==> src/chip_pkg.sv <==
// Shared constants for the chip wrapper: pad counts, JTAG pinout,
// register map and bus widths. Referenced by scoped name only.

package chip_pkg;

  ////////////////////////////////////////////////////////////////////////////
  // Pads
  ////////////////////////////////////////////////////////////////////////////

  localparam int NumMio = 8;               // Muxed GPIO pads
  localparam int NumDio = 4;               // Dedicated pads
  localparam int NumIos = NumMio + NumDio; // mio first, then dio

  localparam int JtagEnIdx = 7;            // Strap pin, mio 7
  localparam int TckIdx    = NumMio + 0;
  localparam int TmsIdx    = NumMio + 1;
  localparam int TdiIdx    = NumMio + 2;
  localparam int TdoIdx    = NumMio + 3;

  // Core sees these on the JTAG pads while the overlay is active.
  // TMS doubles as a chip select that idles high.
  localparam logic [NumIos-1:0] TieOffValues = NumIos'(1) << TmsIdx;

  ////////////////////////////////////////////////////////////////////////////
  // Register bus and map
  ////////////////////////////////////////////////////////////////////////////

  localparam int AddrW  = 3;
  localparam int DataW  = 8;
  localparam int FrameW = 1 + AddrW + DataW; // {we, addr, data}, MSB first

  localparam logic [AddrW-1:0] RegOutLo = AddrW'(0); // mio out
  localparam logic [AddrW-1:0] RegOeLo  = AddrW'(1); // mio oe
  localparam logic [AddrW-1:0] RegOutHi = AddrW'(2); // dio out, bits 3:0
  localparam logic [AddrW-1:0] RegOeHi  = AddrW'(3); // dio oe, bits 3:0
  localparam logic [AddrW-1:0] RegInLo  = AddrW'(4); // mio input snapshot
  localparam logic [AddrW-1:0] RegInHi  = AddrW'(5); // dio input snapshot

  localparam int NumRegs = 6;

endpackage
==> src/reg_bus_if.sv <==
// Simple strobe-based register bus. Used between each master and the
// arbiter, and between the arbiter and the register file.

interface reg_bus_if #(
  parameter int AddrW = chip_pkg::AddrW,
  parameter int DataW = chip_pkg::DataW
) ();

  logic             req;    // Held until gnt
  logic             we;
  logic [AddrW-1:0] addr;
  logic [DataW-1:0] wdata;
  logic             gnt;    // One-cycle accept pulse
  logic [DataW-1:0] rdata;
  logic             rvalid; // One cycle after a read gnt

  modport master (output req, we, addr, wdata, input gnt, rdata, rvalid);
  modport slave  (input req, we, addr, wdata, output gnt, rdata, rvalid);

endinterface

==> src/chip_top.sv <==
// Chip-level wrapper: JTAG overlay mux on the pads, JTAG transport and
// GPIO controller sharing the register file through the arbiter.

module chip_top (
  input  logic                        clk_i,
  input  logic                        rst_i,
  input  logic [chip_pkg::NumMio-1:0] mio_in_i,
  input  logic [chip_pkg::NumDio-1:0] dio_in_i,
  output logic [chip_pkg::NumMio-1:0] mio_out_o,
  output logic [chip_pkg::NumMio-1:0] mio_oe_o,
  output logic [chip_pkg::NumDio-1:0] dio_out_o,
  output logic [chip_pkg::NumDio-1:0] dio_oe_o
);

  localparam int NumMio = chip_pkg::NumMio;
  localparam int NumIos = chip_pkg::NumIos;

  logic [NumIos-1:0] out_padring, oe_padring;
  logic [NumIos-1:0] out_core, oe_core, in_core;
  logic              jtag_tck, jtag_tms, jtag_tdi, jtag_tdo;

  ////////////////////////////////////////////////////////////////////////////
  // Pads and JTAG overlay
  ////////////////////////////////////////////////////////////////////////////

  assign mio_out_o = out_padring[NumMio-1:0];
  assign mio_oe_o  = oe_padring[NumMio-1:0];
  assign dio_out_o = out_padring[NumIos-1:NumMio];
  assign dio_oe_o  = oe_padring[NumIos-1:NumMio];

  jtag_mux #(
    .NumIOs       ( NumIos                 ),
    .JtagEnIdx    ( chip_pkg::JtagEnIdx    ),
    .TckIdx       ( chip_pkg::TckIdx       ),
    .TmsIdx       ( chip_pkg::TmsIdx       ),
    .TdiIdx       ( chip_pkg::TdiIdx       ),
    .TdoIdx       ( chip_pkg::TdoIdx       ),
    .TieOffValues ( chip_pkg::TieOffValues )
  ) jtag_mux (
    .in_padring_i  ( {dio_in_i, mio_in_i} ),
    .out_padring_o ( out_padring          ),
    .oe_padring_o  ( oe_padring           ),
    .out_core_i    ( out_core             ),
    .oe_core_i     ( oe_core              ),
    .in_core_o     ( in_core              ),
    .jtag_tck_o    ( jtag_tck             ),
    .jtag_tms_o    ( jtag_tms             ),
    .jtag_tdi_o    ( jtag_tdi             ),
    .jtag_tdo_i    ( jtag_tdo             )
  );

  ////////////////////////////////////////////////////////////////////////////
  // Bus masters, arbiter and register file
  ////////////////////////////////////////////////////////////////////////////

  reg_bus_if #(.AddrW(chip_pkg::AddrW), .DataW(chip_pkg::DataW)) bus_dtm ();
  reg_bus_if #(.AddrW(chip_pkg::AddrW), .DataW(chip_pkg::DataW)) bus_gpio ();
  reg_bus_if #(.AddrW(chip_pkg::AddrW), .DataW(chip_pkg::DataW)) bus_mem ();

  jtag_dtm jtag_dtm (
    .clk_i      ( clk_i    ),
    .rst_i      ( rst_i    ),
    .jtag_tck_i ( jtag_tck ),
    .jtag_tms_i ( jtag_tms ),
    .jtag_tdi_i ( jtag_tdi ),
    .jtag_tdo_o ( jtag_tdo ),
    .bus        ( bus_dtm  )
  );

  gpio_ctrl #(
    .NumMio ( chip_pkg::NumMio ),
    .NumDio ( chip_pkg::NumDio )
  ) gpio_ctrl (
    .clk_i     ( clk_i    ),
    .rst_i     ( rst_i    ),
    .pad_in_i  ( in_core  ),
    .pad_out_o ( out_core ),
    .pad_oe_o  ( oe_core  ),
    .bus       ( bus_gpio )
  );

  bus_arbiter bus_arbiter (
    .clk_i ( clk_i    ),
    .rst_i ( rst_i    ),
    .m0    ( bus_dtm  ),
    .m1    ( bus_gpio ),
    .mem   ( bus_mem  )
  );

  reg_file #(
    .NumRegs ( chip_pkg::NumRegs )
  ) reg_file (
    .clk_i ( clk_i   ),
    .rst_i ( rst_i   ),
    .bus   ( bus_mem )
  );

endmodule

==> src/reg_file.sv <==
// Small single-port register file. Always accepts, writes in the gnt
// cycle and returns read data one cycle later.

module reg_file #(
  parameter int NumRegs = 6
) (
  input  logic     clk_i,
  input  logic     rst_i,
  reg_bus_if.slave bus
);

  logic [chip_pkg::DataW-1:0] regs_q [NumRegs];
  logic                       addr_ok;

  assign addr_ok = int'(bus.addr) < NumRegs;
  assign bus.gnt = bus.req; // No wait states

  always_ff @(posedge clk_i) begin
    if (rst_i) begin
      for (int i = 0; i < NumRegs; i++) regs_q[i] <= '0;
      bus.rvalid <= 1'b0;
    end else begin
      bus.rvalid <= bus.req & ~bus.we;
      if (bus.req && bus.we && addr_ok) regs_q[bus.addr] <= bus.wdata;
    end
  end

  always_ff @(posedge clk_i) begin
    if (bus.req && !bus.we) bus.rdata <= addr_ok ? regs_q[bus.addr] : '0;
  end

endmodule

==> src/bus_arbiter.sv <==
// Two-master round-robin arbiter onto the single register file port.
// m0 is the JTAG transport, m1 the GPIO controller.

module bus_arbiter (
  input  logic      clk_i,
  input  logic      rst_i,
  reg_bus_if.slave  m0,
  reg_bus_if.slave  m1,
  reg_bus_if.master mem
);

  logic last_m1_q;  // Last grant went to m1
  logic owner_m1_q; // Read in flight belongs to m1
  logic sel_m1;

  // m1 wins when alone, or when both ask and m0 had the last turn
  assign sel_m1 = m1.req & (~m0.req | ~last_m1_q);

  assign mem.req   = m0.req | m1.req;
  assign mem.we    = sel_m1 ? m1.we    : m0.we;
  assign mem.addr  = sel_m1 ? m1.addr  : m0.addr;
  assign mem.wdata = sel_m1 ? m1.wdata : m0.wdata;

  assign m0.gnt = mem.gnt & ~sel_m1;
  assign m1.gnt = mem.gnt & sel_m1;

  assign m0.rdata  = mem.rdata;
  assign m1.rdata  = mem.rdata;
  assign m0.rvalid = mem.rvalid & ~owner_m1_q;
  assign m1.rvalid = mem.rvalid & owner_m1_q;

  always_ff @(posedge clk_i) begin
    if (rst_i) begin
      last_m1_q  <= 1'b0;
      owner_m1_q <= 1'b0;
    end else if (mem.gnt) begin
      last_m1_q <= sel_m1;
      if (!mem.we) owner_m1_q <= sel_m1; // Response comes next cycle
    end
  end

endmodule

==> src/gpio_ctrl.sv <==
// GPIO controller: keeps pad out/oe shadows refreshed from the register
// file and writes input snapshots back whenever the pad inputs change.

module gpio_ctrl #(
  parameter int NumMio = 8,
  parameter int NumDio = 4
) (
  input  logic                     clk_i,
  input  logic                     rst_i,
  input  logic [NumMio+NumDio-1:0] pad_in_i,
  output logic [NumMio+NumDio-1:0] pad_out_o,
  output logic [NumMio+NumDio-1:0] pad_oe_o,
  reg_bus_if.master                bus
);

  localparam int NumIos = NumMio + NumDio;
  localparam int AddrW  = chip_pkg::AddrW;
  localparam int DataW  = chip_pkg::DataW;

  logic [NumIos-1:0] in_q1, in_q2, snap_q;
  logic [NumIos-1:0] out_q, oe_q;
  logic              req_q, we_q, wait_rv_q, hi_pend_q;
  logic [AddrW-1:0]  addr_q;
  logic [DataW-1:0]  wdata_q;
  logic [1:0]        rd_idx_q; // Walks RegOutLo..RegOeHi

  always_ff @(posedge clk_i) begin
    if (rst_i) begin
      in_q1     <= '0;
      in_q2     <= '0;
      snap_q    <= '0;
      out_q     <= '0;
      oe_q      <= '0;
      req_q     <= 1'b0;
      wait_rv_q <= 1'b0;
      hi_pend_q <= 1'b0;
      rd_idx_q  <= '0;
    end else begin
      in_q1 <= pad_in_i;
      in_q2 <= in_q1;

      if (req_q) begin
        if (bus.gnt) begin
          req_q     <= 1'b0;
          wait_rv_q <= ~we_q;
        end
      end else if (wait_rv_q) begin
        if (bus.rvalid) begin
          wait_rv_q <= 1'b0;
          rd_idx_q  <= rd_idx_q + 2'd1;
          case (addr_q)
            chip_pkg::RegOutLo: out_q[NumMio-1:0]      <= bus.rdata[NumMio-1:0];
            chip_pkg::RegOeLo:  oe_q[NumMio-1:0]       <= bus.rdata[NumMio-1:0];
            chip_pkg::RegOutHi: out_q[NumIos-1:NumMio] <= bus.rdata[NumDio-1:0];
            chip_pkg::RegOeHi:  oe_q[NumIos-1:NumMio]  <= bus.rdata[NumDio-1:0];
            default: ;
          endcase
        end
      end else if (hi_pend_q) begin
        // Second half of a snapshot
        req_q     <= 1'b1;
        we_q      <= 1'b1;
        addr_q    <= chip_pkg::RegInHi;
        wdata_q   <= DataW'(snap_q[NumIos-1:NumMio]);
        hi_pend_q <= 1'b0;
      end else if (in_q2 != snap_q) begin
        req_q     <= 1'b1;
        we_q      <= 1'b1;
        addr_q    <= chip_pkg::RegInLo;
        wdata_q   <= DataW'(in_q2[NumMio-1:0]);
        snap_q    <= in_q2;
        hi_pend_q <= 1'b1;
      end else begin
        req_q  <= 1'b1; // Next refresh read
        we_q   <= 1'b0;
        addr_q <= chip_pkg::RegOutLo + {1'b0, rd_idx_q};
      end
    end
  end

  assign bus.req   = req_q;
  assign bus.we    = we_q;
  assign bus.addr  = addr_q;
  assign bus.wdata = wdata_q;

  assign pad_out_o = out_q;
  assign pad_oe_o  = oe_q;

endmodule

==> src/jtag_dtm.sv <==
// Debug transport: oversamples the JTAG pins, collects TMS-framed commands
// and turns each frame into one register bus access. Read data goes out on TDO.

module jtag_dtm (
  input  logic      clk_i,
  input  logic      rst_i,
  input  logic      jtag_tck_i,
  input  logic      jtag_tms_i,
  input  logic      jtag_tdi_i,
  output logic      jtag_tdo_o,
  reg_bus_if.master bus
);

  localparam int FrameW = chip_pkg::FrameW;
  localparam int AddrW  = chip_pkg::AddrW;
  localparam int DataW  = chip_pkg::DataW;

  logic [2:0]        sync1_q, sync2_q; // {tdi, tms, tck}
  logic [1:0]        prev_q;           // {tms, tck}, for edge detect
  logic              tck_rise, tms_fall, shift_en, issue;
  logic [FrameW-1:0] frame_q, cmd_q;
  logic [DataW-1:0]  tdo_q;
  logic              req_q, rd_pend_q;

  ////////////////////////////////////////////////////////////////////////////
  // Pin synchronizer and edge detect
  ////////////////////////////////////////////////////////////////////////////

  always_ff @(posedge clk_i) begin
    if (rst_i) begin
      sync1_q <= '0;
      sync2_q <= '0;
      prev_q  <= '0;
    end else begin
      sync1_q <= {jtag_tdi_i, jtag_tms_i, jtag_tck_i};
      sync2_q <= sync1_q;
      prev_q  <= sync2_q[1:0];
    end
  end

  assign tck_rise = sync2_q[0] & ~prev_q[0];
  assign tms_fall = ~sync2_q[1] & prev_q[1]; // End of frame
  assign shift_en = tck_rise & sync2_q[1];
  assign issue    = tms_fall & ~req_q & ~rd_pend_q;

  ////////////////////////////////////////////////////////////////////////////
  // Frame capture and bus access
  ////////////////////////////////////////////////////////////////////////////

  always_ff @(posedge clk_i) begin
    if (shift_en) frame_q <= {frame_q[FrameW-2:0], sync2_q[2]};
    if (issue)    cmd_q   <= frame_q;
  end

  always_ff @(posedge clk_i) begin
    if (rst_i) begin
      req_q     <= 1'b0;
      rd_pend_q <= 1'b0;
      tdo_q     <= '0;
    end else begin
      if (issue) begin
        req_q <= 1'b1;
      end else if (req_q && bus.gnt) begin
        req_q     <= 1'b0;
        rd_pend_q <= ~cmd_q[FrameW-1]; // Reads wait for rvalid
      end

      if (bus.rvalid) begin
        rd_pend_q <= 1'b0;
        tdo_q     <= bus.rdata;
      end else if (shift_en) begin
        tdo_q <= tdo_q >> 1; // LSB first out
      end
    end
  end

  assign bus.req    = req_q;
  assign bus.we     = cmd_q[FrameW-1];
  assign bus.addr   = cmd_q[FrameW-2 -: AddrW];
  assign bus.wdata  = cmd_q[DataW-1:0];
  assign jtag_tdo_o = tdo_q[0];

endmodule

==> src/jtag_mux.sv <==
// JTAG overlay between the pad vectors and the core. When the strap pad
// is high the four JTAG pads are taken over; otherwise a plain pass-through.

module jtag_mux #(
  parameter int                NumIOs       = 12,
  parameter int                JtagEnIdx    = 7,
  parameter int                TckIdx       = 8,
  parameter int                TmsIdx       = 9,
  parameter int                TdiIdx       = 10,
  parameter int                TdoIdx       = 11,
  parameter logic [NumIOs-1:0] TieOffValues = '0
) (
  // Pad side
  input  logic [NumIOs-1:0] in_padring_i,
  output logic [NumIOs-1:0] out_padring_o,
  output logic [NumIOs-1:0] oe_padring_o,
  // Core side
  input  logic [NumIOs-1:0] out_core_i,
  input  logic [NumIOs-1:0] oe_core_i,
  output logic [NumIOs-1:0] in_core_o,
  // JTAG side
  output logic              jtag_tck_o,
  output logic              jtag_tms_o,
  output logic              jtag_tdi_o,
  input  logic              jtag_tdo_i
);

  logic jtag_en;

  assign jtag_en = in_padring_i[JtagEnIdx]; // Strap itself always reaches the core

  always_comb begin
    out_padring_o = out_core_i;
    oe_padring_o  = oe_core_i;
    in_core_o     = in_padring_i;
    jtag_tck_o    = 1'b0;
    jtag_tms_o    = 1'b0;
    jtag_tdi_o    = 1'b0;

    if (jtag_en) begin
      jtag_tck_o = in_padring_i[TckIdx];
      jtag_tms_o = in_padring_i[TmsIdx];
      jtag_tdi_o = in_padring_i[TdiIdx];

      // Inputs only on TCK/TMS/TDI
      out_padring_o[TckIdx] = 1'b0;
      out_padring_o[TmsIdx] = 1'b0;
      out_padring_o[TdiIdx] = 1'b0;
      oe_padring_o[TckIdx]  = 1'b0;
      oe_padring_o[TmsIdx]  = 1'b0;
      oe_padring_o[TdiIdx]  = 1'b0;
      out_padring_o[TdoIdx] = jtag_tdo_i;
      oe_padring_o[TdoIdx]  = 1'b1;

      // Core gets idle values instead of the JTAG traffic
      in_core_o[TckIdx] = TieOffValues[TckIdx];
      in_core_o[TmsIdx] = TieOffValues[TmsIdx];
      in_core_o[TdiIdx] = TieOffValues[TdiIdx];
      in_core_o[TdoIdx] = TieOffValues[TdoIdx];
    end
  end

endmodule

==> config.mk <==
export PLATFORM = sky130hd
export DESIGN_NAME = chip_top
export DESIGN_NICKNAME = d
export VERILOG_FILES = /design/src/chip_pkg.sv /design/src/reg_bus_if.sv /design/src/chip_top.sv /design/src/reg_file.sv /design/src/bus_arbiter.sv /design/src/gpio_ctrl.sv /design/src/jtag_dtm.sv /design/src/jtag_mux.sv
export SDC_FILE = /design/constraint.sdc
export NUM_CORES = 1
export LEC_CHECK = 0
export CORE_ASPECT_RATIO = 0.5
export CORE_MARGIN = 8
export CORE_UTILIZATION = 29
export CTS_BUF_LIST = sky130_fd_sc_hd__clkbuf_4 sky130_fd_sc_hd__clkbuf_8 sky130_fd_sc_hd__clkbuf_16
export DETAILED_ROUTE_END_ITERATION = 8
export DONT_BUFFER_PORTS = 1
export GPL_TIMING_DRIVEN = 0
export REMOVE_ABC_BUFFERS = 1
export SLEW_MARGIN = 10
export SYNTH_ARGS = -nofsm -noshare
export SYNTH_HDL_FRONTEND = slang
export SYNTH_SLANG_ARGS = --single-unit
==> constraint.sdc <==
create_clock -name clk_i -period 5.13 [get_ports clk_i]
set_input_delay 0.7695 -clock clk_i [delete_from_list [all_inputs] [get_ports clk_i]]
set_output_delay 0.7695 -clock clk_i [all_outputs]
set_load 0.01 [all_outputs]
==> reports/qor.csv <==
metric,value,unit
clk_pin_slew,0.07,ns
clk_latency,0.42,ns
p_leak,2.80,nW
switching_share,23.0,%
hold_viol_final,0,
cp-startpoint,gpio_ctrl.bus.req$_SDFF_PP0_,
post-route-period-util,72.8,%
path_class,reg2reg,
post-route-min-period,3.74,ns
intPower,0.00231,W
ctsHoldBuffers,0,
ys_warn_count,0,
setup_viol,0,
crit_buf_inv,1,
clock.fmax,268,MHz
synth_area,0.00701,mm^2
p_seq_share,52.5,%
grt_max_degree,72,
std_cell_rows,40,
cp_data_required_time,5.16,ns
outcome,"finished, final reports clean",
cts_tree,yes,
place_congestion,0.737,
worst-path-stages,5,
clock_path_buffers,2,
crit_fanout,16,
drt_wl_total,13400,um
worstSetupStartpointType,register,
p_switching,0.000688,W
overflow,0,
path_cells,a21boi_4 > mux2i_4 > buf_16 > nand3_2 > o21ai_0,
cpLargestDelayFamily,compound AO/OA/AOI/OAI gates,
max_cap_violations,0,
skew,0.0125,ns
drc,0,
cts.repair_timing.setup_buffer_count,0,
cts_made_buffers,17,
synthCells,574,
setup_tns,0,ns
hp-class,in2reg,
slowest_delay,0.96,ns
htreeDepth,4,
yosysUniqueCellTypes,43,
ys_seq_elements,177,
syn_to_final_growth,12.0,%
clock_power_share,41.4,%
cts.sinks,177,
drtAntennaViolNets,0,
vias,3903,
cts_resized,0,
cts_root_buffer,clkbuf_16,
boundaryPins,38,
power.density,382,mW/mm^2
worst_slew_pin_slew,1.14,ns
antenna_found_initial,4,
final_nets,573,
endpoint_kind,register,
grt_use_total,9.22,%
dieArea,0.0297,mm^2
comb_power_share,6.1,%
drt_first_pass_iters,4,
drive_above_1_share,13.6,%
ff2ff_path_depth,5,
grt_pass1_wl,21600,um
yosysSeqAreaShare,63.6,%
cpMaxStageDelayCell,o21ai_0,
stdcell_area,0.00785,mm^2
synth.avg_cell_area,12.2,um^2
hpwl,9210,um
dpl_cell_area,0.00728,mm^2
synth_top_area_share,39.0,%
yosysTopAreaCell,edfxtp_1,
r2r_end,reg_file.regs_q[4][5]$_SDFFCE_PN0P_,
start_util,29.3,%
slew_headroom,23.2,%
ir_worst_vdd,0.000214,V
r2r_slack,1.39,ns
grt_pass1_vias,3884,
core_area,0.0239,mm^2
post_drt_wl_per_cell,15.1,um
endpoint,reg_file.regs_q[4][5]$_SDFFCE_PN0P_,
num_antenna_cells,0,
slew_violations,0,
drt_iter0_drc,266,
synthTopCellsByArea,"edfxtp_1 39%, dfxtp_1 25%, mux2i_1 7.9%",
vias_per_cell,4.40,
r2r-start,gpio_ctrl.bus.req$_SDFF_PP0_,
die_h,126,um
whs,0.412,ns
port_buffers,0,
die_w,236,um
crit_arrival,3.77,ns
rsz0062_at_grt,false,
worst reg2reg max path: cells and delay by family (launching register included):
family / cells / cell delay (ns)
multiplexers: 1 / 0.79
buffers and inverters: 1 / 0.24
AO/OA/AOI/OAI: 2 / 1.57
AND/OR/NAND/NOR: 1 / 0.19
flip-flops: 1 / 0.56
flip-flops by register name (all words and copies together), names as in the netlist, 2 cells and up:
signal and count:
reg_file.regs_q 48, gpio_ctrl.in_q1 12, gpio_ctrl.in_q2 12, gpio_ctrl.pad_oe_o 12
gpio_ctrl.pad_out_o 12, gpio_ctrl.snap_q 12, jtag_dtm.cmd_q 12, jtag_dtm.frame_q 12
gpio_ctrl.bus.wdata 8, jtag_dtm.tdo_q 8, reg_file.bus.rdata 8, gpio_ctrl.bus.addr 3
jtag_dtm.sync1_q 3, jtag_dtm.sync2_q 3, gpio_ctrl.rd_idx_q 2, jtag_dtm.prev_q 2
worst min path at each step:
| stage | startpoint | to | slack (ns) | cells after the start |
|---|---|---|---|---|
| 2_1_floorplan | jtag_dtm.sync2_q[2]$_SDFF_PP0_ | jtag_dtm.frame_q[0]$_DFFE_PP_ | 0.39 | 0 |
| 3_3_place_gp | jtag_dtm.sync2_q[2]$_SDFF_PP0_ | jtag_dtm.frame_q[0]$_DFFE_PP_ | 0.39 | 0 |
| 3_5_place_dp | jtag_dtm.sync2_q[2]$_SDFF_PP0_ | jtag_dtm.frame_q[0]$_DFFE_PP_ | 0.40 | 0 |
| 4_1_cts | rst_i | gpio_ctrl.in_q2[1]$_SDFF_PP0_ | 0.39 | 1 |
| 5_1_grt | rst_i | gpio_ctrl.in_q1[0]$_SDFF_PP0_ | 0.39 | 1 |
| 6_report | rst_i | gpio_ctrl.in_q1[1]$_SDFF_PP0_ | 0.41 | 1 |
layout by cell type (no fill, tap or decap), drive strengths merged, types with 2 or more instances in the layout:
cell    synthesis  layout
a21oi           5       5
edfxtp         91      91
nand4           3       3
xnor2          14      14
nand2          64      64
inv            13      22
buf            26       5
o21a            2       2
nand3           7       7
nor2           84      84
nor3b           2       2
nor4            2       2
dfxtp          86      86
nor2b          37      37
or2             2       2
nand2b          3       3
nand3b          3       3
nor3            5       5
and2            7       7
mux2i          55      55
o221ai          8       8
clkbuf         13      19
clkinv          1       4
a311oi          8       8
mux2           23      23
through the flow:
stage | util (%) | setup slack [ns] | power, W | std cells
2_1_floorplan | - | 0.744 | 0.00173 | 535
5_1_grt | 32.9 | 1.09 | 0.00311 | 887
6_report | 32.9 | 1.39 | 0.00300 | 887
3_3_place_gp | 30.0 | -0.720 | 0.00177 | 850
3_5_place_dp | 30.5 | 1.32 | 0.00179 | 855
4_1_cts | 32.9 | 1.31 | 0.00304 | 887
cell usage after synthesis (all sizes together):
library cell,n
edfxtp,91
dfxtp,86
nor2,84
nand2,64
mux2i,55
nor2b,37
buf,26
mux2,23
xnor2,14
clkbuf,13
inv,13
a311oi,8
o221ai,8
and2,7
nand3,7
a21oi,5
nor3,5
nand2b,3
nand3b,3
nand4,3
nor3b,2
nor4,2
o21a,2
or2,2
a211oi,1
a21boi,1
a21o,1
a31oi,1
a32oi,1
clkinv,1
nand4b,1
nor4b,1
o21ai,1
o22a,1
o41ai,1
layout make-up:
type | instances | area (um^2)
timing repair buffer | 5 | 68.8
multi-input combinational | 344 | 2310
sequential | 177 | 4450
fill | 2295 | 16000
inverter | 14 | 52.6
tap | 315 | 394
clock inverter | 13 | 124
clock buffer | 19 | 440
power groups by stage:
| stage | Combinational, W | Sequential, W | Clock, W |
|---|---|---|---|
| CTS | 0.000187 | 0.00157 | 0.00128 |
| floorplan | 0.000137 | 0.00159 | 0 |
| global placement | 0.000173 | 0.00160 | 0 |
| global route | 0.000202 | 0.00158 | 0.00133 |
| finish | 0.000184 | 0.00157 | 0.00124 |
| detailed placement | 0.000186 | 0.00161 | 0 |
logic make-up after synthesis:
group	synth area share, %
XOR/XNOR	1.75
AND/OR/NAND/NOR	15.4
flip-flops	63.6
multiplexers	11.6
AO/OA/AOI/OAI	3.77
buffers and inverters	3.98
layer usage:
metal,up-vias,track usage (%),wire length (um)
met5,-,0,54
met4,8,3.49,146
met3,15,3.09,727
met2,63,14.5,6170
met1,1874,11.7,6290
li1,1943,-,-
Note: power is estimated with default switching activity, not from simulation.
